`config.mk`:
```
export PLATFORM = sky130hd
export DESIGN_NAME = imm_gen
export DESIGN_NICKNAME = d
export VERILOG_FILES = /design/src/common/id_pkg.sv /design/src/id_stage/imm_gen.sv
export VERILOG_INCLUDE_DIRS = /design/src /design/src/common
export SDC_FILE = /design/constraint.sdc
export NUM_CORES = 1
export LEC_CHECK = 0
export BUFFER_PORTS_ARGS = -buffer_cell sky130_fd_sc_hd__buf_4
export CAP_MARGIN = 10
export CORE_ASPECT_RATIO = 1.1
export CORE_MARGIN = 5
export CORE_UTILIZATION = 30
export DETAILED_ROUTE_END_ITERATION = 8
export PLACE_DENSITY = 0.85
export SLEW_MARGIN = 20
export SYNTH_ARGS = -nofsm -noshare
export SYNTH_HDL_FRONTEND = slang
export SYNTH_SLANG_ARGS = --single-unit
```
`constraint.sdc`:
```
create_clock -name vclk -period 5.5
set_input_delay 1.65 -clock vclk [all_inputs]
set_output_delay 1.65 -clock vclk [all_outputs]
set_load 0.02 [all_outputs]
```
`src/common/id_defines.svh`:
```
`ifndef ID_DEFINES_SVH
`define ID_DEFINES_SVH

// Data path width of the RV64 core
`define ID_XLEN 64

// Fixed instruction width, no compressed encodings
`define ID_ILEN 32

// Register address, top bit picks the FP bank
`define ID_REG_AW 6

// Integer registers 0-31 and FP registers 32-63
`define ID_NREGS 64

`endif

```
`src/common/id_pkg.sv`:
```
`default_nettype none

`include "id_defines.svh"

package id_pkg;

    // Major opcodes, instr[6:0]
    typedef enum logic [6:0] {
        OP_LOAD      = 7'b0000011,
        OP_LOAD_FP   = 7'b0000111,
        OP_OP_IMM    = 7'b0010011,
        OP_AUIPC     = 7'b0010111,
        OP_OP_IMM_32 = 7'b0011011,
        OP_STORE     = 7'b0100011,
        OP_STORE_FP  = 7'b0100111,
        OP_OP        = 7'b0110011,
        OP_LUI       = 7'b0110111,
        OP_OP_32     = 7'b0111011,
        OP_OP_FP     = 7'b1010011,
        OP_BRANCH    = 7'b1100011,
        OP_JALR      = 7'b1100111,
        OP_JAL       = 7'b1101111
    } opcode_e;

    // ALU control field, func defers to funct3
    typedef enum logic [1:0] {
        ALU_ADD  = 2'b00,
        ALU_SUB  = 2'b01,
        ALU_FUNC = 2'b10,
        ALU_PASS = 2'b11
    } alu_op_e;

    typedef enum logic [4:0] {
        FPU_FADD        = 5'd0,
        FPU_FSUB        = 5'd1,
        FPU_FMUL        = 5'd2,
        FPU_FDIV        = 5'd3,
        FPU_FSGNJ       = 5'd4,
        FPU_FMINMAX     = 5'd5,
        FPU_FCVT_TO_INT = 5'd6,
        FPU_FCVT_TO_FP  = 5'd7,
        FPU_FMV_TO_INT  = 5'd8,
        FPU_FMV_TO_FP   = 5'd9,
        FPU_FCMP        = 5'd10,
        FPU_NONE        = 5'd31
    } fpu_op_e;

    typedef enum logic [2:0] {
        BR_NONE = 3'd0,
        BR_BEQ  = 3'd1,
        BR_BNE  = 3'd2,
        BR_BLT  = 3'd3,
        BR_BGE  = 3'd4,
        BR_BLTU = 3'd5,
        BR_BGEU = 3'd6
    } branch_src_e;

    typedef struct packed {
        logic reg_write;
        logic mem_write;
        logic mem_read;
        logic mem_to_reg;
        logic jump;
        logic jalr;
        logic u_src;
        logic uj_src;
        logic alu_src;
        logic alu_fpu;
        logic fpu_rs1;
        logic fpu_rd;
    } ctrl_t;

    typedef struct packed {
        alu_op_e    op;
        logic [2:0] sel;
    } alu_ctrl_t;

    typedef struct packed {
        logic                    valid;
        logic [`ID_REG_AW-1:0]   rd;
        logic [`ID_XLEN-1:0]     data;
    } wb_t;

    // Forwarded rs1 values for the JALR base
    typedef struct packed {
        logic                sel_id_ex;
        logic                sel_ex_mem;
        logic                sel_mem_wb;
        logic [`ID_XLEN-1:0] id_ex_val;
        logic [`ID_XLEN-1:0] ex_mem_val;
        logic [`ID_XLEN-1:0] mem_wb_val;
    } jalr_fwd_t;

endpackage

`default_nettype wire

```
`src/id_stage/imm_gen.sv`:
```
`include "id_defines.svh"

`timescale 1ns/1ps
`default_nettype none

module imm_gen (
    input  logic [`ID_ILEN-1:0] instr,
    output logic [`ID_XLEN-1:0] imm
);
    import id_pkg::*;

    opcode_e opcode;

    assign opcode = opcode_e'(instr[6:0]);

    always_comb begin
        case (opcode)
            OP_LOAD, OP_LOAD_FP, OP_OP_IMM, OP_OP_IMM_32, OP_JALR:
                imm = {{(`ID_XLEN-12){instr[31]}}, instr[31:20]};
            OP_STORE, OP_STORE_FP:
                imm = {{(`ID_XLEN-12){instr[31]}}, instr[31:25], instr[11:7]};
            // Branch offsets are in halfwords
            OP_BRANCH:
                imm = {{(`ID_XLEN-13){instr[31]}}, instr[31], instr[7],
                       instr[30:25], instr[11:8], 1'b0};
            OP_LUI, OP_AUIPC:
                imm = {{(`ID_XLEN-32){instr[31]}}, instr[31:12], 12'b0};
            OP_JAL:
                imm = {{(`ID_XLEN-21){instr[31]}}, instr[31], instr[19:12],
                       instr[20], instr[30:21], 1'b0};
            // R-type and FP ops carry no immediate
            default:
                imm = '0;
        endcase
    end

endmodule

`default_nettype wire

```
==> results.yml <==
outcome:
  outcome: "complete, no violations"
die:
  dieArea_mm2: 0.00421
  fp.dieW_um: 62.4
  die-height_um: 67.6
  num_rows: 21
  start_util: 0.305
  core_region_area_mm2: 0.00297
  ios: 96
synthesis:
  synth_top_area_share: 0.266
  avgSynthCellArea_um2: 6.60
  synth_area_leaders: "buf_4, o2bb2ai_1, o2bb2ai_2"
  synth_cell_types: 30
  yosys-top-cells-count: "buf_4, nand2_1, inv_1, nor2_1, o22ai_1"
  netlist_area_um2: 905
  yosys.area.top_type: "buf_4"
  synthCells: 137
  synth.net_count: 169
  synth_most_common_cell: "buf_4"
  yosys_warnings: 0
  seq_area_frac_synth: 0
worst_setup_path:
  cp_max_fo: 17
  crit_arrival_ns: 3.09
  start_kind: "input pin"
  required_ns: 3.85
  worst_setup_path_end_kind: "primary output"
  path_class: "in2out"
drt:
  ant_nets: 0
  routed_wirelength_um: 3080
  wire_per_inst_um: 13.6
  vias_per_cell: 4.94
  drtIter0Drc: 37
  dr.pass1.iters: 4
  drc: 0
  via_count: 1117
sta:
  maxSlewViolCount: 0
  fin_setup_tns_ns: 0
  worst_hold_slack_ns: 3.61
  fin_crit_ns: 4.74
  worst_slack_ns: 0.761
  max_clock_freq_mhz: 211
  finalHoldViolCount: 0
  post-route-period-util: 0.862
  tightest_slew_ns: 0.748
  slew_headroom: 0.500
  rsz0062_at_grt: "false"
  setup_viol: 0
final_layout:
  fin_nets: 226
  antenna_cells: 0
  multi_input_area_um2: 579
  seq_cell_count: 0
  area_growth_pct: 54.2
  final_area_mm2: 0.00140
  clkbuf_count: 0
  nFillCells: 314
  final_util: 0.470
  regArea_um2: 0
  fin_cells: 226
  drive_above_1_share: 0.568
placement:
  place_worst_setup_slack_ns: 0.743
  dp.cells: 226
  gp_congestion: 0.761
  dp_hpwl_um: 2540
  dpl-instance-area_mm2: 0.00140
  io_buffer_count: 96
grt:
  grt-ovfl-total: 0
  grt_max_degree: 34
  grt_use_total: 0.124
  first_global_vias: 993
  antenna_found_initial: 0
  grt_pass1_wl_um: 4640
min_path:
  hold_path.class: "in2out"
clock_network:
  post_cts_buffers: 0
  hold_buffers: 0
  cts_resized: 0
pwr:
  ir_drop_uv: 29.0
  power.total_uw: 92.3
  pwr_density_cell_mw_per_mm2: 66.2
  leakage_nw: 0.711
job:
  cap_violations: 0
## layout make-up
cell class	count	share of cell area
well taps	34	0.0305
multi-input cells	85	0.415
repair buffers	99	0.533
inverters	8	0.0215
## layout by cell type, fill, tap and decap left out, types with 2 or more instances in the layout
master / count
nand3_1: 5
o211ai_1: 6
a21oi_2: 2
o22ai_1: 8
o2bb2ai_2: 4
and3_1: 3
o2bb2ai_1: 7
nor2b_1: 2
nor3b_1: 4
o21bai_1: 2
nor2_1: 8
a21bo_2: 2
nor3_1: 2
inv_1: 8
buf_4: 99
nand4_1: 5
nand2_1: 15
## critical path, stage by stage
cell and delay [ns]:
buf_4 0.14, a21bo_2 0.26, a211oi_4 0.67, o2bb2ai_1 0.17, buf_4 0.19
## where the power goes
part | total [mW] | internal, mW | switching (mW)
sequential | 0 | 0 | 0
combinational | 0.0923 | 0.0412 | 0.0511
clock | 0 | 0 | 0
## cells by family (layout without fill, tap and decap cells)
family                 after synthesis  after routing  share of synthesized area
AO/OA/AOI/OAI                       36             36                      0.342
buffers and inverters               52            107                      0.364
AND/OR/NAND/NOR                     49             49                      0.295
## path summary, 6_finish.rpt
path / startpoint / end / slack, ns / depth (start not counted)
setup / recovery: instr[3] / imm[26] / 0.76 / 5
hold / removal: instr[28] / imm[28] / 3.61 / 3
## routing by layer
layer  global-route usage  vias to the layer above  wire [um]
met4              0.00531                        0          0
met5                    0                        -          0
met1                0.146                      492       1280
met3               0.0466                        0        332
met2                0.228                       55       1470
li1                     -                      570          -
(Power assumes the default switching activity.)
