$ cat src/common/id_defines.svh
`ifndef ID_DEFINES_SVH
`define ID_DEFINES_SVH

// Data path width of the RV64 core
`define ID_XLEN 64

// Fixed instruction width, no compressed encodings
`define ID_ILEN 32

// Register address, top bit picks the FP bank
`define ID_REG_AW 6

// Integer registers 0-31 and FP registers 32-63
`define ID_NREGS 64

`endif

$ cat src/common/id_pkg.sv
`default_nettype none

`include "id_defines.svh"

package id_pkg;

    // Major opcodes, instr[6:0]
    typedef enum logic [6:0] {
        OP_LOAD      = 7'b0000011,
        OP_LOAD_FP   = 7'b0000111,
        OP_OP_IMM    = 7'b0010011,
        OP_AUIPC     = 7'b0010111,
        OP_OP_IMM_32 = 7'b0011011,
        OP_STORE     = 7'b0100011,
        OP_STORE_FP  = 7'b0100111,
        OP_OP        = 7'b0110011,
        OP_LUI       = 7'b0110111,
        OP_OP_32     = 7'b0111011,
        OP_OP_FP     = 7'b1010011,
        OP_BRANCH    = 7'b1100011,
        OP_JALR      = 7'b1100111,
        OP_JAL       = 7'b1101111
    } opcode_e;

    // ALU control field, func defers to funct3
    typedef enum logic [1:0] {
        ALU_ADD  = 2'b00,
        ALU_SUB  = 2'b01,
        ALU_FUNC = 2'b10,
        ALU_PASS = 2'b11
    } alu_op_e;

    typedef enum logic [4:0] {
        FPU_FADD        = 5'd0,
        FPU_FSUB        = 5'd1,
        FPU_FMUL        = 5'd2,
        FPU_FDIV        = 5'd3,
        FPU_FSGNJ       = 5'd4,
        FPU_FMINMAX     = 5'd5,
        FPU_FCVT_TO_INT = 5'd6,
        FPU_FCVT_TO_FP  = 5'd7,
        FPU_FMV_TO_INT  = 5'd8,
        FPU_FMV_TO_FP   = 5'd9,
        FPU_FCMP        = 5'd10,
        FPU_NONE        = 5'd31
    } fpu_op_e;

    typedef enum logic [2:0] {
        BR_NONE = 3'd0,
        BR_BEQ  = 3'd1,
        BR_BNE  = 3'd2,
        BR_BLT  = 3'd3,
        BR_BGE  = 3'd4,
        BR_BLTU = 3'd5,
        BR_BGEU = 3'd6
    } branch_src_e;

    typedef struct packed {
        logic reg_write;
        logic mem_write;
        logic mem_read;
        logic mem_to_reg;
        logic jump;
        logic jalr;
        logic u_src;
        logic uj_src;
        logic alu_src;
        logic alu_fpu;
        logic fpu_rs1;
        logic fpu_rd;
    } ctrl_t;

    typedef struct packed {
        alu_op_e    op;
        logic [2:0] sel;
    } alu_ctrl_t;

    typedef struct packed {
        logic                    valid;
        logic [`ID_REG_AW-1:0]   rd;
        logic [`ID_XLEN-1:0]     data;
    } wb_t;

    // Forwarded rs1 values for the JALR base
    typedef struct packed {
        logic                sel_id_ex;
        logic                sel_ex_mem;
        logic                sel_mem_wb;
        logic [`ID_XLEN-1:0] id_ex_val;
        logic [`ID_XLEN-1:0] ex_mem_val;
        logic [`ID_XLEN-1:0] mem_wb_val;
    } jalr_fwd_t;

endpackage

`default_nettype wire

$ cat src/id_stage/decode_control.sv
`include "id_defines.svh"

`timescale 1ns/1ps
`default_nettype none

module decode_control (
    input  logic [`ID_ILEN-1:0] instr,
    output id_pkg::ctrl_t       ctrl,
    output id_pkg::alu_ctrl_t   alu_ctrl,
    output id_pkg::fpu_op_e     fpu_op,
    output id_pkg::branch_src_e branch_src
);
    import id_pkg::*;

    opcode_e    opcode;
    logic [2:0] funct3;
    logic [4:0] funct5;

    fpu_op_e    fp_op;
    logic       fp_rs1;
    logic       fp_rd;

    assign opcode = opcode_e'(instr[6:0]);
    assign funct3 = instr[14:12];
    // Precision bits of funct7 do not change the operation
    assign funct5 = instr[31:27];

    always_comb begin
        case (funct5)
            5'b00000: fp_op = FPU_FADD;
            5'b00001: fp_op = FPU_FSUB;
            5'b00010: fp_op = FPU_FMUL;
            5'b00011: fp_op = FPU_FDIV;
            5'b00100: fp_op = FPU_FSGNJ;
            5'b00101: fp_op = FPU_FMINMAX;
            5'b10100: fp_op = FPU_FCMP;
            5'b11000: fp_op = FPU_FCVT_TO_INT;
            5'b11010: fp_op = FPU_FCVT_TO_FP;
            5'b11100: fp_op = FPU_FMV_TO_INT;
            5'b11110: fp_op = FPU_FMV_TO_FP;
            default:  fp_op = FPU_NONE;
        endcase
    end

    // Moves and compares to int write x-regs, conversions from int read x-regs
    assign fp_rd  = !(fp_op inside {FPU_FCVT_TO_INT, FPU_FMV_TO_INT, FPU_FCMP});
    assign fp_rs1 = !(fp_op inside {FPU_FCVT_TO_FP, FPU_FMV_TO_FP});

    always_comb begin
        ctrl         = '0;
        alu_ctrl.op  = ALU_ADD;
        alu_ctrl.sel = funct3;
        fpu_op       = FPU_NONE;
        branch_src   = BR_NONE;
        case (opcode)
            OP_LOAD: begin
                ctrl.reg_write  = 1'b1;
                ctrl.mem_read   = 1'b1;
                ctrl.mem_to_reg = 1'b1;
            end
            OP_LOAD_FP: begin
                ctrl.reg_write  = 1'b1;
                ctrl.mem_read   = 1'b1;
                ctrl.mem_to_reg = 1'b1;
                ctrl.alu_fpu    = 1'b1;
                ctrl.fpu_rd     = 1'b1;
            end
            OP_STORE: ctrl.mem_write = 1'b1;
            // Base stays integer, data comes from the FP bank
            OP_STORE_FP: begin
                ctrl.mem_write = 1'b1;
                ctrl.alu_fpu   = 1'b1;
            end
            // alu_src selects rs2 as second operand instead of imm
            OP_OP, OP_OP_32: begin
                ctrl.reg_write = 1'b1;
                ctrl.alu_src   = 1'b1;
                alu_ctrl.op    = ALU_FUNC;
            end
            OP_OP_IMM, OP_OP_IMM_32: begin
                ctrl.reg_write = 1'b1;
                alu_ctrl.op    = ALU_FUNC;
            end
            OP_BRANCH: begin
                ctrl.alu_src = 1'b1;
                alu_ctrl.op  = ALU_SUB;
                case (funct3)
                    3'b000:  branch_src = BR_BEQ;
                    3'b001:  branch_src = BR_BNE;
                    3'b100:  branch_src = BR_BLT;
                    3'b101:  branch_src = BR_BGE;
                    3'b110:  branch_src = BR_BLTU;
                    3'b111:  branch_src = BR_BGEU;
                    default: branch_src = BR_NONE;
                endcase
            end
            // uj_src puts pc on the first ALU operand for the link value
            OP_JAL: begin
                ctrl.reg_write = 1'b1;
                ctrl.jump      = 1'b1;
                ctrl.uj_src    = 1'b1;
            end
            OP_JALR: begin
                ctrl.reg_write = 1'b1;
                ctrl.jump      = 1'b1;
                ctrl.jalr      = 1'b1;
                ctrl.uj_src    = 1'b1;
            end
            OP_LUI: begin
                ctrl.reg_write = 1'b1;
                ctrl.u_src     = 1'b1;
            end
            OP_AUIPC: begin
                ctrl.reg_write = 1'b1;
                ctrl.u_src     = 1'b1;
                ctrl.uj_src    = 1'b1;
            end
            // ALU only passes operands through, the FPU does the work
            OP_OP_FP: begin
                ctrl.reg_write = 1'b1;
                ctrl.alu_src   = 1'b1;
                ctrl.alu_fpu   = 1'b1;
                ctrl.fpu_rs1   = fp_rs1;
                ctrl.fpu_rd    = fp_rd;
                alu_ctrl.op    = ALU_PASS;
                fpu_op         = fp_op;
            end
            default: begin
                ctrl         = '0;
                alu_ctrl.sel = 3'b000;
            end
        endcase
    end

endmodule

`default_nettype wire

$ cat config.mk
export PLATFORM = sky130hd
export DESIGN_NAME = decode_control
export DESIGN_NICKNAME = d
export VERILOG_FILES = /design/src/common/id_pkg.sv /design/src/id_stage/decode_control.sv
export VERILOG_INCLUDE_DIRS = /design/src /design/src/common
export SDC_FILE = /design/constraint.sdc
export NUM_CORES = 1
export LEC_CHECK = 0
export BUFFER_PORTS_ARGS = -buffer_cell sky130_fd_sc_hd__buf_2
export CAP_MARGIN = 10
export CORE_UTILIZATION = 40
export DETAILED_ROUTE_END_ITERATION = 10
export PLACE_DENSITY = 0.88
export SLEW_MARGIN = 20
export SYNTH_ARGS = -nofsm -noshare
export SYNTH_HDL_FRONTEND = slang
export SYNTH_SLANG_ARGS = --single-unit
export TNS_END_PERCENT = 5
$ cat constraint.sdc
create_clock -name vclk -period 3.1
set_input_delay 0.775 -clock vclk [all_inputs]
set_output_delay 0.775 -clock vclk [all_outputs]
set_load 0.03 [all_outputs]
==> Flow_metrics.wiki <==
{| class="wikitable"
! Metric !! Value
|-
| Status || finished, final reports clean
|-
| Setup Crit Path Kind || input pin to output pin
|-
| Remaining Overflow, GRT || 0
|-
| Minimum clock period || 2.63 ns
|-
| Number of buffer and inverter stages on the critical path || 2
|-
| Internal portion of total power || ~0.028 mW
|-
| Vias in the first global route || between 500 and 600
|-
| Cells traversed along the worst timing path || buf_2 -> nand4b_4 -> o22a_1 -> a21boi_1 -> buf_2
|-
| Capturing element type of the critical path || output pin
|-
| Maximum achievable frequency || roughly 380 MHz
|-
| Crit path max-delay cell type || sky130_fd_sc_hd__buf_2
|-
| Multi-input combinational cell area || roughly 490 um2
|-
| Leak || 0.373 nW
|-
| Share of the clock period used by the worst path after layout || 0.848
|-
| Routed Antenna Nets || 0
|-
| Number of buffer cells added on primary ports || 40
|-
| Critical path's most frequent cell || sky130_fd_sc_hd__buf_2
|-
| Cell family with the largest share of critical-path delay || buffers and inverters
|-
| Number of gates given a new drive strength after cts || 0
|-
| Register cell area after layout || 0 um2
|-
| Synth-to-Final Area Change || 26.0%
|-
| Number of sequential storage elements || 0
|-
| Fill count || about 140
|-
| DIE AREA || between 1500 and 2000 um2
|-
| Gpl congestion || 0.695
|-
| Summed negative setup slack over all endpoints || 0 ns
|-
| GRT Resource Usage Total || 0.190
|-
| Max Cap Violations || 0
|-
| Post-layout instance count excluding filler cells || between 100 and 150
|-
| Post-route DRC || 0
|-
| Proportion of power drawn by the clock network || 0
|-
| Least-Margin Pin Slew || 0.346 ns
|-
| Top-level I/O count || 57
|-
| Non-Filler Cell Area, Final || 728 um2
|-
| DR vias || ~700
|-
| CP peak stage delay || 0.26 ns
|-
| Setup repair after global routing missed its margin || false
|-
| Final setup violation count || 0
|-
| Slew Limit Headroom || 0.768
|-
| Cells after DPL || 128
|-
| Layout cells sized above 1 || 0.451
|-
| Fraction of power consumed by combinational cells || 1.000
|-
| Commonest non-fill, non-tap cells in the layout || sky130_fd_sc_hd__buf_2, sky130_fd_sc_hd__nor2_1, sky130_fd_sc_hd__nor3_1, sky130_fd_sc_hd__o21ai_1, sky130_fd_sc_hd__a21oi_1
|-
| Standard cell area after detailed placement || 728 um2
|-
| Buffers inserted during post-CTS setup optimization || 0
|-
| Setup crit start kind || input pin
|-
| Cell variety after synth || between 40 and 50
|-
| Wirelength, routed || roughly 1400 um
|-
| Layout clock buffer count || 0
|-
| Sw Share || 0.624
|-
| Final Net Count || roughly 150
|-
| WP data arrival || between 1.5 and 2 ns
|-
| Leading cell type in the layout, fill and taps excluded || sky130_fd_sc_hd__buf_2
|-
| Vertical die dimension || approximately 40 um
|-
| Number of optimization iterations in the first detailed-route pass || 4
|-
| First-pass GRT wire length || approximately 2200 um
|-
| Post-Syn Nets || about 110
|-
| Cell count after synthesis || 82
|-
| N_diodes || 0
|-
| Power share of the sequential group || 0
|-
| Highest ir drop seen on vdd || 0.0457 mV
|-
| Maximum number of pins on one net before global-route repair || 14
|-
| Starting density of the core || 0.439
|-
| Maximum net fanout on the critical path || 13
|-
| Post-layout utilization of the core || 0.553
|-
| Syn Area/Cell || between 7 and 8 um2
|-
| Final-report hold violation count || 0
|-
| Detailed-route wire length per cell || about 11 um
|-
| Post-synthesis instance area || 578 um2
|-
| Core Footprint || about 1300 um2
|-
| Placed wire-length estimate after detailed placement || around 1100 um
|-
| Pwr per Cell Area || around 100 nW/um2
|-
| Seq/Total Area, Yosys || 0
|-
| Yosys warning total || 0
|-
| Number of antenna violations at the first check in global routing || 0
|-
| Pins Over Slew Limit || 0
|-
| Switching Power || approximately 0.047 mW
|-
| Required @ worst endpoint || between 2 and 2.5 ns
|-
| Vias per inst || around 5.5
|-
| Hold_buf cts || 0
|-
| Die width || approximately 40 um
|-
| Number of core rows || 13
|-
| DRC marker count from the first detailed-route iteration || 5
|-
| Path type of the worst min-delay path || input pin to output pin
|}
-- per-stage QoR --
stage / setup WS [ns] / hold slack (ns) / power [mW]
6_report: 0.472 / 1.91 / 0.0745
5_1_grt: 0.397 / 1.93 / 0.0818
4_1_cts: 0.457 / 1.91 / 0.0741
3_5_place_dp: 0.460 / 1.91 / 0.0736
3_3_place_gp: 0.488 / 1.89 / 0.0715
2_1_floorplan: 0.0211 / 1.62 / 0.0568
-- power by group through the flow --
stage	Combinational (mW)	Sequential (mW)	Clock, mW
finish	0.0745	0	0
global route	0.0818	0	0
CTS	0.0741	0	0
detailed placement	0.0736	0	0
global placement	0.0715	0	0
floorplan	0.0568	0	0
-- cells in the mapped netlist, types with 3 or more instances --
master	instances	share of area
sky130_fd_sc_hd__mux2i_1	3	0.052
sky130_fd_sc_hd__buf_6	3	0.058
sky130_fd_sc_hd__nand3b_1	3	0.039
sky130_fd_sc_hd__a21boi_1	3	0.039
sky130_fd_sc_hd__nor3_1	5	0.043
sky130_fd_sc_hd__inv_1	3	0.019
sky130_fd_sc_hd__a21oi_1	5	0.043
sky130_fd_sc_hd__nor2_1	7	0.045
sky130_fd_sc_hd__o21ai_1	5	0.043
sky130_fd_sc_hd__o21ai_0	3	0.026
sky130_fd_sc_hd__buf_4	3	0.039
-- area by class of cell --
| type | count | share of cell area |
|---|---|---|
| Inverter | 4 | 0.0206 |
| Timing Repair Buffer | 40 | 0.275 |
| Tap cell | 15 | 0.0258 |
| Multi-Input combinational cell | 69 | 0.679 |
-- cell families after synthesis --
kind of cell              share of synthesized area
AOI/OAI and AO/OA                             0.253
buffers and inverters                         0.145
and+or+nand+nor                               0.520
xor gates and xnor gates                     0.0303
muxes                                        0.0520
-- worst paths after layout --
check	startpoint	endpoint	slack, ns	cells after the start
setup / recovery	instr[6]	alu_ctrl[0]	0.47	5
hold / removal	instr[12]	branch_src[0]	1.91	3
-- routing by layer --
layer / wire (um) / vias up / track usage
met3: 125 / 0 / 0.00556
met1: 643 / 301 / 0.230
met5: 0 / - / 0
li1: - / 363 / -
met4: 0 / 0 / 0
met2: 669 / 34 / 0.383
-- tightest hold or removal path: stages --
cell and delay, ns:
sky130_fd_sc_hd__buf_2 0.13, sky130_fd_sc_hd__nor3_2 0.06, sky130_fd_sc_hd__buf_2 0.17
(Power assumes the default switching activity.)
