--- config.mk ---
export PLATFORM = sky130hd
export DESIGN_NAME = branch_unit
export DESIGN_NICKNAME = d
export VERILOG_FILES = /design/src/common/id_pkg.sv /design/src/id_stage/branch_unit.sv
export VERILOG_INCLUDE_DIRS = /design/src /design/src/common
export SDC_FILE = /design/constraint.sdc
export NUM_CORES = 1
export LEC_CHECK = 0
export BUFFER_PORTS_ARGS = -buffer_cell sky130_fd_sc_hd__buf_4
export CAP_MARGIN = 20
export CORE_AREA = 2 2 202 204
export DETAILED_ROUTE_END_ITERATION = 10
export DIE_AREA = 0 0 204 206
export GPL_TIMING_DRIVEN = 0
export MAX_ROUTING_LAYER = met4
export SYNTH_ARGS = -nofsm -noshare
export SYNTH_HDL_FRONTEND = slang
export SYNTH_SLANG_ARGS = --single-unit
--- constraint.sdc ---
create_clock -name vclk -period 13.15
set_clock_uncertainty 0.15 [all_clocks]
set_input_delay 2.63 -clock vclk [all_inputs]
set_output_delay 2.63 -clock vclk [all_outputs]
set_load 0.1 [all_outputs]
--- src/common/id_defines.svh ---
`ifndef ID_DEFINES_SVH
`define ID_DEFINES_SVH

// Data path width of the RV64 core
`define ID_XLEN 64

// Fixed instruction width, no compressed encodings
`define ID_ILEN 32

// Register address, top bit picks the FP bank
`define ID_REG_AW 6

// Integer registers 0-31 and FP registers 32-63
`define ID_NREGS 64

`endif

--- src/common/id_pkg.sv ---
`default_nettype none

`include "id_defines.svh"

package id_pkg;

    // Major opcodes, instr[6:0]
    typedef enum logic [6:0] {
        OP_LOAD      = 7'b0000011,
        OP_LOAD_FP   = 7'b0000111,
        OP_OP_IMM    = 7'b0010011,
        OP_AUIPC     = 7'b0010111,
        OP_OP_IMM_32 = 7'b0011011,
        OP_STORE     = 7'b0100011,
        OP_STORE_FP  = 7'b0100111,
        OP_OP        = 7'b0110011,
        OP_LUI       = 7'b0110111,
        OP_OP_32     = 7'b0111011,
        OP_OP_FP     = 7'b1010011,
        OP_BRANCH    = 7'b1100011,
        OP_JALR      = 7'b1100111,
        OP_JAL       = 7'b1101111
    } opcode_e;

    // ALU control field, func defers to funct3
    typedef enum logic [1:0] {
        ALU_ADD  = 2'b00,
        ALU_SUB  = 2'b01,
        ALU_FUNC = 2'b10,
        ALU_PASS = 2'b11
    } alu_op_e;

    typedef enum logic [4:0] {
        FPU_FADD        = 5'd0,
        FPU_FSUB        = 5'd1,
        FPU_FMUL        = 5'd2,
        FPU_FDIV        = 5'd3,
        FPU_FSGNJ       = 5'd4,
        FPU_FMINMAX     = 5'd5,
        FPU_FCVT_TO_INT = 5'd6,
        FPU_FCVT_TO_FP  = 5'd7,
        FPU_FMV_TO_INT  = 5'd8,
        FPU_FMV_TO_FP   = 5'd9,
        FPU_FCMP        = 5'd10,
        FPU_NONE        = 5'd31
    } fpu_op_e;

    typedef enum logic [2:0] {
        BR_NONE = 3'd0,
        BR_BEQ  = 3'd1,
        BR_BNE  = 3'd2,
        BR_BLT  = 3'd3,
        BR_BGE  = 3'd4,
        BR_BLTU = 3'd5,
        BR_BGEU = 3'd6
    } branch_src_e;

    typedef struct packed {
        logic reg_write;
        logic mem_write;
        logic mem_read;
        logic mem_to_reg;
        logic jump;
        logic jalr;
        logic u_src;
        logic uj_src;
        logic alu_src;
        logic alu_fpu;
        logic fpu_rs1;
        logic fpu_rd;
    } ctrl_t;

    typedef struct packed {
        alu_op_e    op;
        logic [2:0] sel;
    } alu_ctrl_t;

    typedef struct packed {
        logic                    valid;
        logic [`ID_REG_AW-1:0]   rd;
        logic [`ID_XLEN-1:0]     data;
    } wb_t;

    // Forwarded rs1 values for the JALR base
    typedef struct packed {
        logic                sel_id_ex;
        logic                sel_ex_mem;
        logic                sel_mem_wb;
        logic [`ID_XLEN-1:0] id_ex_val;
        logic [`ID_XLEN-1:0] ex_mem_val;
        logic [`ID_XLEN-1:0] mem_wb_val;
    } jalr_fwd_t;

endpackage

`default_nettype wire

--- src/id_stage/branch_unit.sv ---
`include "id_defines.svh"

`timescale 1ns/1ps
`default_nettype none

module branch_unit (
    input  logic [`ID_XLEN-1:0] read_data1,
    input  logic [`ID_XLEN-1:0] read_data2,
    input  id_pkg::branch_src_e branch_src,
    input  logic                jump,
    input  logic                jalr,
    input  id_pkg::jalr_fwd_t   jalr_fwd,
    input  logic [`ID_XLEN-1:0] pc,
    input  logic [`ID_XLEN-1:0] imm,
    output logic                redirect,
    output logic [`ID_XLEN-1:0] next_imm_pc
);
    import id_pkg::*;

    logic                eq;
    logic                lt;
    logic                ltu;
    logic                taken;
    logic [`ID_XLEN-1:0] jalr_base;

    assign eq  = (read_data1 == read_data2);
    assign lt  = ($signed(read_data1) < $signed(read_data2));
    assign ltu = (read_data1 < read_data2);

    always_comb begin
        case (branch_src)
            BR_BEQ:  taken = eq;
            BR_BNE:  taken = !eq;
            BR_BLT:  taken = lt;
            BR_BGE:  taken = !lt;
            BR_BLTU: taken = ltu;
            BR_BGEU: taken = !ltu;
            default: taken = 1'b0;
        endcase
    end

    assign redirect = taken | jump;

    // Youngest in-flight producer wins
    always_comb begin
        if (jalr_fwd.sel_id_ex) begin
            jalr_base = jalr_fwd.id_ex_val;
        end else if (jalr_fwd.sel_ex_mem) begin
            jalr_base = jalr_fwd.ex_mem_val;
        end else if (jalr_fwd.sel_mem_wb) begin
            jalr_base = jalr_fwd.mem_wb_val;
        end else begin
            jalr_base = read_data1;
        end
    end

    // Bit 0 is kept as is, the fetch side handles alignment
    assign next_imm_pc = (jalr ? jalr_base : pc) + imm;

endmodule

`default_nettype wire

==> results.md, run 1 <==
* Die area at 42000 µm²
* Leak at 6.39 nW
* TNS Setup at 0 ps
* Vias in the first global route at 12.0k
* Achievable frequency at about 0.089 GHz
* Starting Density at 0.198
* Initial DRC count at 708
* Period utilisation layout at 0.858
* CP Capture Point: next_imm_pc[60]
* Worst hold slack at between 5000 and 6000 ps
* CLK BUF at 0
* Critical Path Start Type: primary input
* Grt ovf at 0
* Final wirelength at 51000 µm
* CP endpoint kind: output port
* Final net count at 2388
* Area Overhead vs Synth at 57.7%
* Area contributors post-synth: ha_1 20%, a21oi_1 18%, nor2_1 11%
* Syn avg cell area at slightly above 6 µm²
* Final Slew Violations at 0
* Post-CTS repair timing setup buffer count at 0
* DP Area at 12500 µm²
* Max Cap Viol at 0
* Die H at 206 µm
* Routed Antenna Nets at 0
* DP Wirelength at approximately 46000 µm
* Worst Setup Path Type: in -> out
* Overall power at approximately 1.2 mW
* Max FO, Critical Path at 10
* Largest net degree at the start of global routing at 11
* Endpoints failing hold at 0
* Drt pass-1 iters at 5
* Post-Syn Nets at about 1.9k
* DRC at 0
* # hold bufs at CTS at 0
* Pwr per Cell Area at 91.9 nW/µm²
* Overall Global Routing Usage at 0.235
* Avg WL per Cell at roughly 22 µm
* Via count at approximately 12k
* FFs & Latches at 0
* I/O Buffers at 520
* Cell count after synthesis at 1281
* Critical path required time at 10370 ps
* Max_slew headroom at 0.272
* Core ar. at 40200 µm²
* Post-synthesis sequential area ratio at 0
* RSZ-0062 raised after global routing: false
* Post-synthesis cell type count at 65
* Most common cell in the netlist: a21oi_1
* Initial antenna violation count at 5
* Global-route wire length before repair at 71500 µm
* Storage element area at 0 µm²
* Least-Margin Pin Slew at 1080 ps
* Synth top area share at 0.199
* Post-layout min period at 11290 ps
* Peak VDD IR at 77.4 µV
* Post-route cell area at between 10000 and 15000 µm²
* Share of layout cells above drive strength 1 at 0.300
* Yosys warns at 0
* Post-Syn Area at about 8000 µm²
* Drt via density at 4.97
* Setup violators final at 0
* Crit path from: jalr_fwd[193]
* I/O pin count at 521
* Hold Crit Class: in -> out
* Die W at roughly 200 µm
* Status: completed
* Top post-synthesis cells by count: 283 x a21oi_1, 228 x nor2_1, 127 x ha_1
* CTS resizes at 0
* Crit path DAT at around 8500 ps
* Final Util at 0.313
* Cell accounting for the most synthesized area: ha_1
* Rows at 74
* Routability congestion estimate at 0.971
placed cells by master (no fill, tap or decap), types with 3 or more instances in the layout:
| cell type | Yosys | final |
|---|---|---|
| o21a_1 | 12 | 12 |
| nor2_1 | 228 | 228 |
| clkbuf_1 | 59 | 59 |
| o2111ai_1 | 3 | 3 |
| or2_2 | 5 | 5 |
| nor4_1 | 4 | 4 |
| a2111oi_0 | 3 | 3 |
| and4_1 | 3 | 3 |
| nor3_1 | 13 | 13 |
| nand2b_1 | 8 | 8 |
| mux2i_1 | 71 | 71 |
| o21ai_0 | 42 | 42 |
| o22ai_1 | 3 | 3 |
| o211a_1 | 5 | 5 |
| diode_2 | 0 | 5 |
| nand3_1 | 24 | 24 |
| nand2_1 | 57 | 57 |
| o31a_1 | 3 | 3 |
| o211ai_1 | 7 | 7 |
| and2_1 | 7 | 7 |
| ha_1 | 127 | 127 |
| a21o_1 | 45 | 45 |
| a21boi_0 | 3 | 3 |
| a211oi_1 | 8 | 8 |
| o21ai_1 | 3 | 3 |
| buf_4 | 0 | 520 |
| xor2_1 | 25 | 25 |
| and3_1 | 6 | 6 |
| o21bai_1 | 11 | 11 |
| xnor2_1 | 33 | 33 |
| nand4_1 | 28 | 28 |
| a31oi_1 | 10 | 10 |
| nor2b_1 | 8 | 8 |
| buf_1 | 9 | 9 |
| o31ai_2 | 3 | 3 |
| inv_1 | 84 | 84 |
| a21oi_1 | 283 | 283 |
worst min-delay path by stage:
stage | from | end | slack (ps) | cells past startpoint
global route | jump | redirect | 5620 | 4
finish | jump | redirect | 5600 | 4
detailed placement | jump | redirect | 5600 | 4
floorplan | imm[0] | next_imm_pc[0] | 5660 | 1
global placement | jump | redirect | 5600 | 4
CTS | jump | redirect | 5600 | 4
stage by stage:
stage / std cells / setup WS [ps]
floorplan: 1281 / 2010
global placement: 2333 / 1670
detailed placement: 2333 / 1690
CTS: 2333 / 1660
global route: 2339 / 1380
finish: 2339 / 1860
critical path: stages:
cell and delay, ps:
buf_4 100, clkbuf_1 600, clkbuf_1 760, clkbuf_1 520
a21oi_1 130, nor2_1 110, a21oi_1 50, a21oi_1 340
ha_1 260, fa_1 240, a21oi_1 130, o211a_1 260
o21ba_2 260, o31ai_2 500, a31oi_1 290, a31oi_1 380
a21oi_1 200, o21ai_1 200, xor2_1 190, buf_4 330
layout make-up:
| type | instances | area [µm²] |
|---|---|---|
| multi-input combinational | 1127 | 7390 |
| buffer | 70 | 265 |
| fill | 4504 | 27600 |
| timing repair buffer | 521 | 3920 |
| inverter | 84 | 315 |
| tap | 532 | 666 |
| antenna | 5 | 12.5 |
cell families (layout without fill, tap and decap cells):
family	after synthesis	in the layout	share of synthesized area
buffers and inverters	154	675	0.0728
AND/OR/NAND/NOR	399	399	0.220
XOR/XNOR	58	58	0.0637
AO/OA/AOI/OAI	470	470	0.351
multiplexers	72	72	0.0906
other	0	5	0
adder cells (fa/ha/maj)	128	128	0.202
routing by layer:
| metal | vias to the layer above | track usage | wire length [µm] |
|---|---|---|---|
| met3 | 84 | 0.0465 | 3940 |
| met1 | 5343 | 0.256 | 20100 |
| li1 | 5651 | - | - |
| met2 | 539 | 0.417 | 24600 |
| met5 | - | - | 0 |
| met4 | 0 | 0.102 | 2390 |
where the power goes:
part           internal, mW  switching, mW
combinational         0.332          0.823
clock          0.0000000511              0
sequential                0              0
total                 0.332          0.823
Note: power is estimated with default switching activity, not from simulation.
==> run 2: changes to the inputs <==
--- a/config.mk
+++ b/config.mk
@@ -8,9 +8,9 @@
 export LEC_CHECK = 0
 export BUFFER_PORTS_ARGS = -buffer_cell sky130_fd_sc_hd__buf_4
 export CAP_MARGIN = 20
-export CORE_AREA = 2 2 202 204
+export CORE_AREA = 2 2 200 202
 export DETAILED_ROUTE_END_ITERATION = 10
-export DIE_AREA = 0 0 204 206
+export DIE_AREA = 0 0 202 204
 export GPL_TIMING_DRIVEN = 0
 export MAX_ROUTING_LAYER = met4
 export SYNTH_ARGS = -nofsm -noshare
==> run 2 against run 1 <==
Against the previous run: worst hold slack got worse by 17 ps; largest cell class unchanged; sequential share of layout area stayed put; critical endpoint unchanged; final cell count down 0.34%; flip-flop and latch count stayed put; fmax fell by 4.1%; critical path depth is the same.
==> results.md, run 2 (synthesis gave the netlist of run 1 again) <==
* Status: completed
* Gate power share at 1.000
* CLK BUF at 0
* Crit path DAT at between 8000 and 9000 ps
* Drt via density at 4.92
* DRC at 0
* Setup violators final at 0
* Grt ovf at 0
* I/O Buffers at 520
* Initial antenna violation count at 4
* Max_slew headroom at 0.269
* Worst Setup Path Type: in -> out
* Int Pwr at 332 µW
* # hold bufs at CTS at 0
* DP Area at 12500 µm²
* Global-route wire length before repair at between 70000 and 80000 µm
* CTS resizes at 0
* Period utilisation layout at 0.895
* Initial DRC count at 575
* Routed Antenna Nets at 0
* Final Slew Violations at 0
* Achievable frequency at 0.0850 GHz
* Worst path top cell family by delay: compound AO/OA/AOI/OAI gates
* Endpoints failing hold at 0
* Hold Crit Class: in -> out
* Clock group share of total power at 0
* Max Cap Viol at 0
* Critical Path Start Type: primary input
* Crit path top cell by count: a21oi_1
* Slowest Stage Delay on Critical Path at 810 ps
* Die area at about 41000 µm²
* Area Overhead vs Synth at 57.5%
* Final wirelength at 51800 µm
* Critical path required time at ~10000 ps
* WP buf/inv at 5
* Switching power at 822 µW
* Final Util at 0.320
* Most frequent cells in the layout: 520 x buf_4, 283 x a21oi_1, 228 x nor2_1, 127 x ha_1, 84 x inv_1
* Seq pwr share at 0
* Starting Density at 0.203
* Leak at between 6 and 7 nW
* Die H at 204 µm
* Core ar. at 39200 µm²
* Least-Margin Pin Slew at 1100 ps
* Die W at 202 µm
* FFs & Latches at 0
* Via count at 11.5k
* CP endpoint kind: output port
* Share of layout cells above drive strength 1 at 0.300
* Worst hold slack at 5580 ps
* Vias in the first global route at 12.0k
* Fillers at between 4k and 5k
* DP Wirelength at 46500 µm
* Worst-path cell chain: buf_4 > clkbuf_1 > clkbuf_1 > clkbuf_1 > a21oi_1 > nor2_1 > a21oi_1 > a21oi_1 > ha_1 > fa_1 > a21oi_1 > o211a_1 > o21ba_2 > o31ai_2 > a31oi_1 > a31oi_1 > a21oi_1 > o21ai_1 > xor2_1 > buf_4
* Post-route cell area at between 10000 and 15000 µm²
* Peak VDD IR at 60.3 µV
* Storage element area at 0 µm²
* Post-layout min period at roughly 12000 ps
* Overall Global Routing Usage at 0.245
* Avg WL per Cell at 22.2 µm
* Most common cell after layout, fill and taps aside: buf_4
* Final net count at 2388
* Critical Path Slowest Stage Cell: clkbuf_1
* TNS Setup at 0 ps
* Max FO, Critical Path at 10
* Sw Ratio at 0.713
* Post-CTS repair timing setup buffer count at 0
* Rows at 73
* RSZ-0062 raised after global routing: false
* I/O pin count at between 500 and 600
* Largest net degree at the start of global routing at 11
* Routability congestion estimate at 1.03
* Pwr per Cell Area at 91.9 nW/µm²
* Drt pass-1 iters at 4
[run 2: cell types whose count changed in the layout (fill, tap and decap cells not counted)]
cell     before  now
diode_2       5    4
[run 2: power groups by stage]
stage	combinational [mW]	clock (mW)	sequential (mW)
floorplan	0.800	0	0
global placement	1.15	0	0
detailed placement	1.15	0	0
CTS	1.15	0	0
global route	1.21	0.0000000408	0
finish	1.15	0.0000000409	0
[run 2: final timing paths]
| path | startpoint | end | cells past startpoint | slack, ps |
|---|---|---|---|---|
| max | jalr_fwd[193] | next_imm_pc[60] | 20 | 1380 |
| min | jump | redirect | 4 | 5580 |
[run 2: final cells by class]
type | count | area, µm² | area share
inverters | 84 | 315 | 0.0251
repair buffers | 521 | 3920 | 0.312
diodes | 4 | 10.0 | 0.000797
well taps | 525 | 657 | 0.0523
multi-input cells | 1127 | 7390 | 0.589
plain buffers | 70 | 265 | 0.0211
[run 2: metrics by stage]
step	std cells	setup WS [ps]	power (mW)
6_report	2331	1380	1.15
5_1_grt	2331	1100	1.21
4_1_cts	2327	1300	1.15
3_5_place_dp	2327	1350	1.15
3_3_place_gp	2326	1340	1.15
2_1_floorplan	1281	2010	0.800
[run 2: layer usage]
layer	GRT usage	routed length [µm]	up-vias	part of all wire
li1	-	-	5650	-
met1	0.283	21300	5303	0.41
met2	0.449	25900	467	0.50
met3	0.0351	3240	45	0.063
met4	0.0523	1260	0	0.024
met5	-	0	-	0
==> run 3: changes to the inputs <==
--- a/config.mk
+++ b/config.mk
@@ -8,7 +8,7 @@
 export LEC_CHECK = 0
 export BUFFER_PORTS_ARGS = -buffer_cell sky130_fd_sc_hd__buf_4
 export CAP_MARGIN = 20
-export CORE_AREA = 2 2 200 202
+export CORE_AREA = 10 10 192 194
 export DETAILED_ROUTE_END_ITERATION = 10
 export DIE_AREA = 0 0 202 204
 export GPL_TIMING_DRIVEN = 0
==> run 3 against run 2 <==
Against the previous run: largest power group unchanged; final area is 0.77% lower; first-iteration DRC count fell by 3.0%; power grew 0.14%; worst hold slack worse by 8.0 ps; final cell count decreased by 3.3%; sequential share of layout area unchanged; critical path depth is the same; fmax rose by 2.8%; highest routed layer unchanged; via count grew 0.44%.
==> results.md, run 3 (synthesis gave the netlist of run 1 again) <==
* Status: completed
* Routed Antenna Nets at 0
* Post-CTS repair timing setup buffer count at 0
* Share of layout cells above drive strength 1 at 0.300
* Final Slew Violations at 0
* Leak at about 6.4 nW
* Via count at 11.5k
* Setup violators final at 0
* Rows at 67
* Pwr per Cell Area at slightly above 90 nW/µm²
* I/O pin count at 521
* Post-layout min period at 11450 ps
* FFs & Latches at 0
* I/O Buffers at 520
* # hold bufs at CTS at 0
* Final setup margin at about 1700 ps
* Achievable frequency at 0.0873 GHz
* Overall Global Routing Usage at 0.245
* Die W at 202 µm
* CTS resizes at 0
* Least-Margin Pin Slew at 1080 ps
* Routability congestion estimate at 0.972
* Final net count at 2388
* Peak VDD IR at roughly 73 µV
* Dpl ws at 1570 ps
* Most common cell after layout, fill and taps aside: buf_4
* Final wirelength at 53300 µm
* Grt ovf at 0
* Drt via density at 5.11
* Most frequent cells in the layout: 520 x buf_4, 283 x a21oi_1, 228 x nor2_1, 127 x ha_1, 84 x inv_1
* Max FO, Critical Path at 10
* Max_slew headroom at 0.272
* Fillers at 3738
* TNS Setup at 0 ps
* Crit path DAT at 8670 ps
* DP Wirelength at 48100 µm
* Endpoints failing hold at 0
* Die H at 204 µm
* Storage element area at 0 µm²
* Initial antenna violation count at 4
* Worst Setup Path Type: in -> out
* Hold Crit Class: in -> out
* Global-route wire length before repair at between 70000 and 80000 µm
* CP endpoint kind: output port
* Avg WL per Cell at 23.7 µm
* Critical path required time at 10370 ps
* RSZ-0062 raised after global routing: false
* Overall power at 1.16 mW
* Core ar. at 33100 µm²
* CLK BUF at 0
* Initial DRC count at between 500 and 600
* Period utilisation layout at 0.871
* Critical Path Start Type: primary input
* DRC at 0
* Starting Density at 0.241
* Max Cap Viol at 0
* Area Overhead vs Synth at 56.3%
* Vias in the first global route at 11.9k
* Largest net degree at the start of global routing at 11
* Die area at 41200 µm²
* Drt pass-1 iters at 5
[run 3: cell counts in the layout (fill, tap and decap cells not counted)]
No cell type changed its count.
[run 3: cell type report]
class | instances | area [µm²] | area share
Multi-Input combinational cell | 1127 | 7390 | 0.593
Inverter | 84 | 315 | 0.0253
Timing Repair Buffer | 521 | 3920 | 0.314
Antenna cell | 4 | 10.0 | 0.000803
Buffer | 70 | 265 | 0.0213
Tap cell | 448 | 561 | 0.0450
[run 3: where the power goes]
part           internal (mW)  switching, mW  leakage (nW)
Sequential                 0              0             0
Clock           0.0000000408              0     0.0000254
Combinational          0.332          0.824          6.39
Total                  0.332          0.824          6.39
[run 3: metal layers]
metal | wire, µm | vias to the layer above | GRT usage
li1 | - | 5649 | -
met1 | 21300 | 5301 | 0.266
met2 | 26100 | 500 | 0.434
met3 | 4180 | 66 | 0.0604
met4 | 1760 | 0 | 0.0728
met5 | 0 | - | -
[run 3: path summary, 6_finish.rpt]
check                              to  slack, ps           from  depth (start not counted)
worst max-delay path  next_imm_pc[62]       1700  jalr_fwd[193]                         20
worst min-delay path         redirect       5570           jump                          4
[run 3: stage by stage]
| stage | instance area, µm² | utilization | instances | hold slack [ps] |
|---|---|---|---|---|
| 6_report | 12500 | 0.376 | 2254 | 5570 |
| 4_1_cts | 12500 | 0.376 | 2250 | 5580 |
| 5_1_grt | 12500 | 0.376 | 2254 | 5590 |
| 2_1_floorplan | 7970 | - | 1281 | 5660 |
| 3_3_place_gp | 12400 | 0.376 | 2249 | 5580 |
| 3_5_place_dp | 12500 | 0.376 | 2250 | 5570 |
[run 3: worst max-delay path: stages]
cell and delay, ps:
buf_4 80, clkbuf_1 670, clkbuf_1 650, clkbuf_1 590, a21oi_1 150, nor2_1 130
a21oi_1 90, a21oi_1 280, ha_1 150, buf_2 170, nand3_1 130, or2_2 350
nor3_1 320, o211ai_1 240, a21oi_1 460, a21oi_1 240, o22ai_1 360, a31oi_1 170
xnor2_1 410, buf_4 380
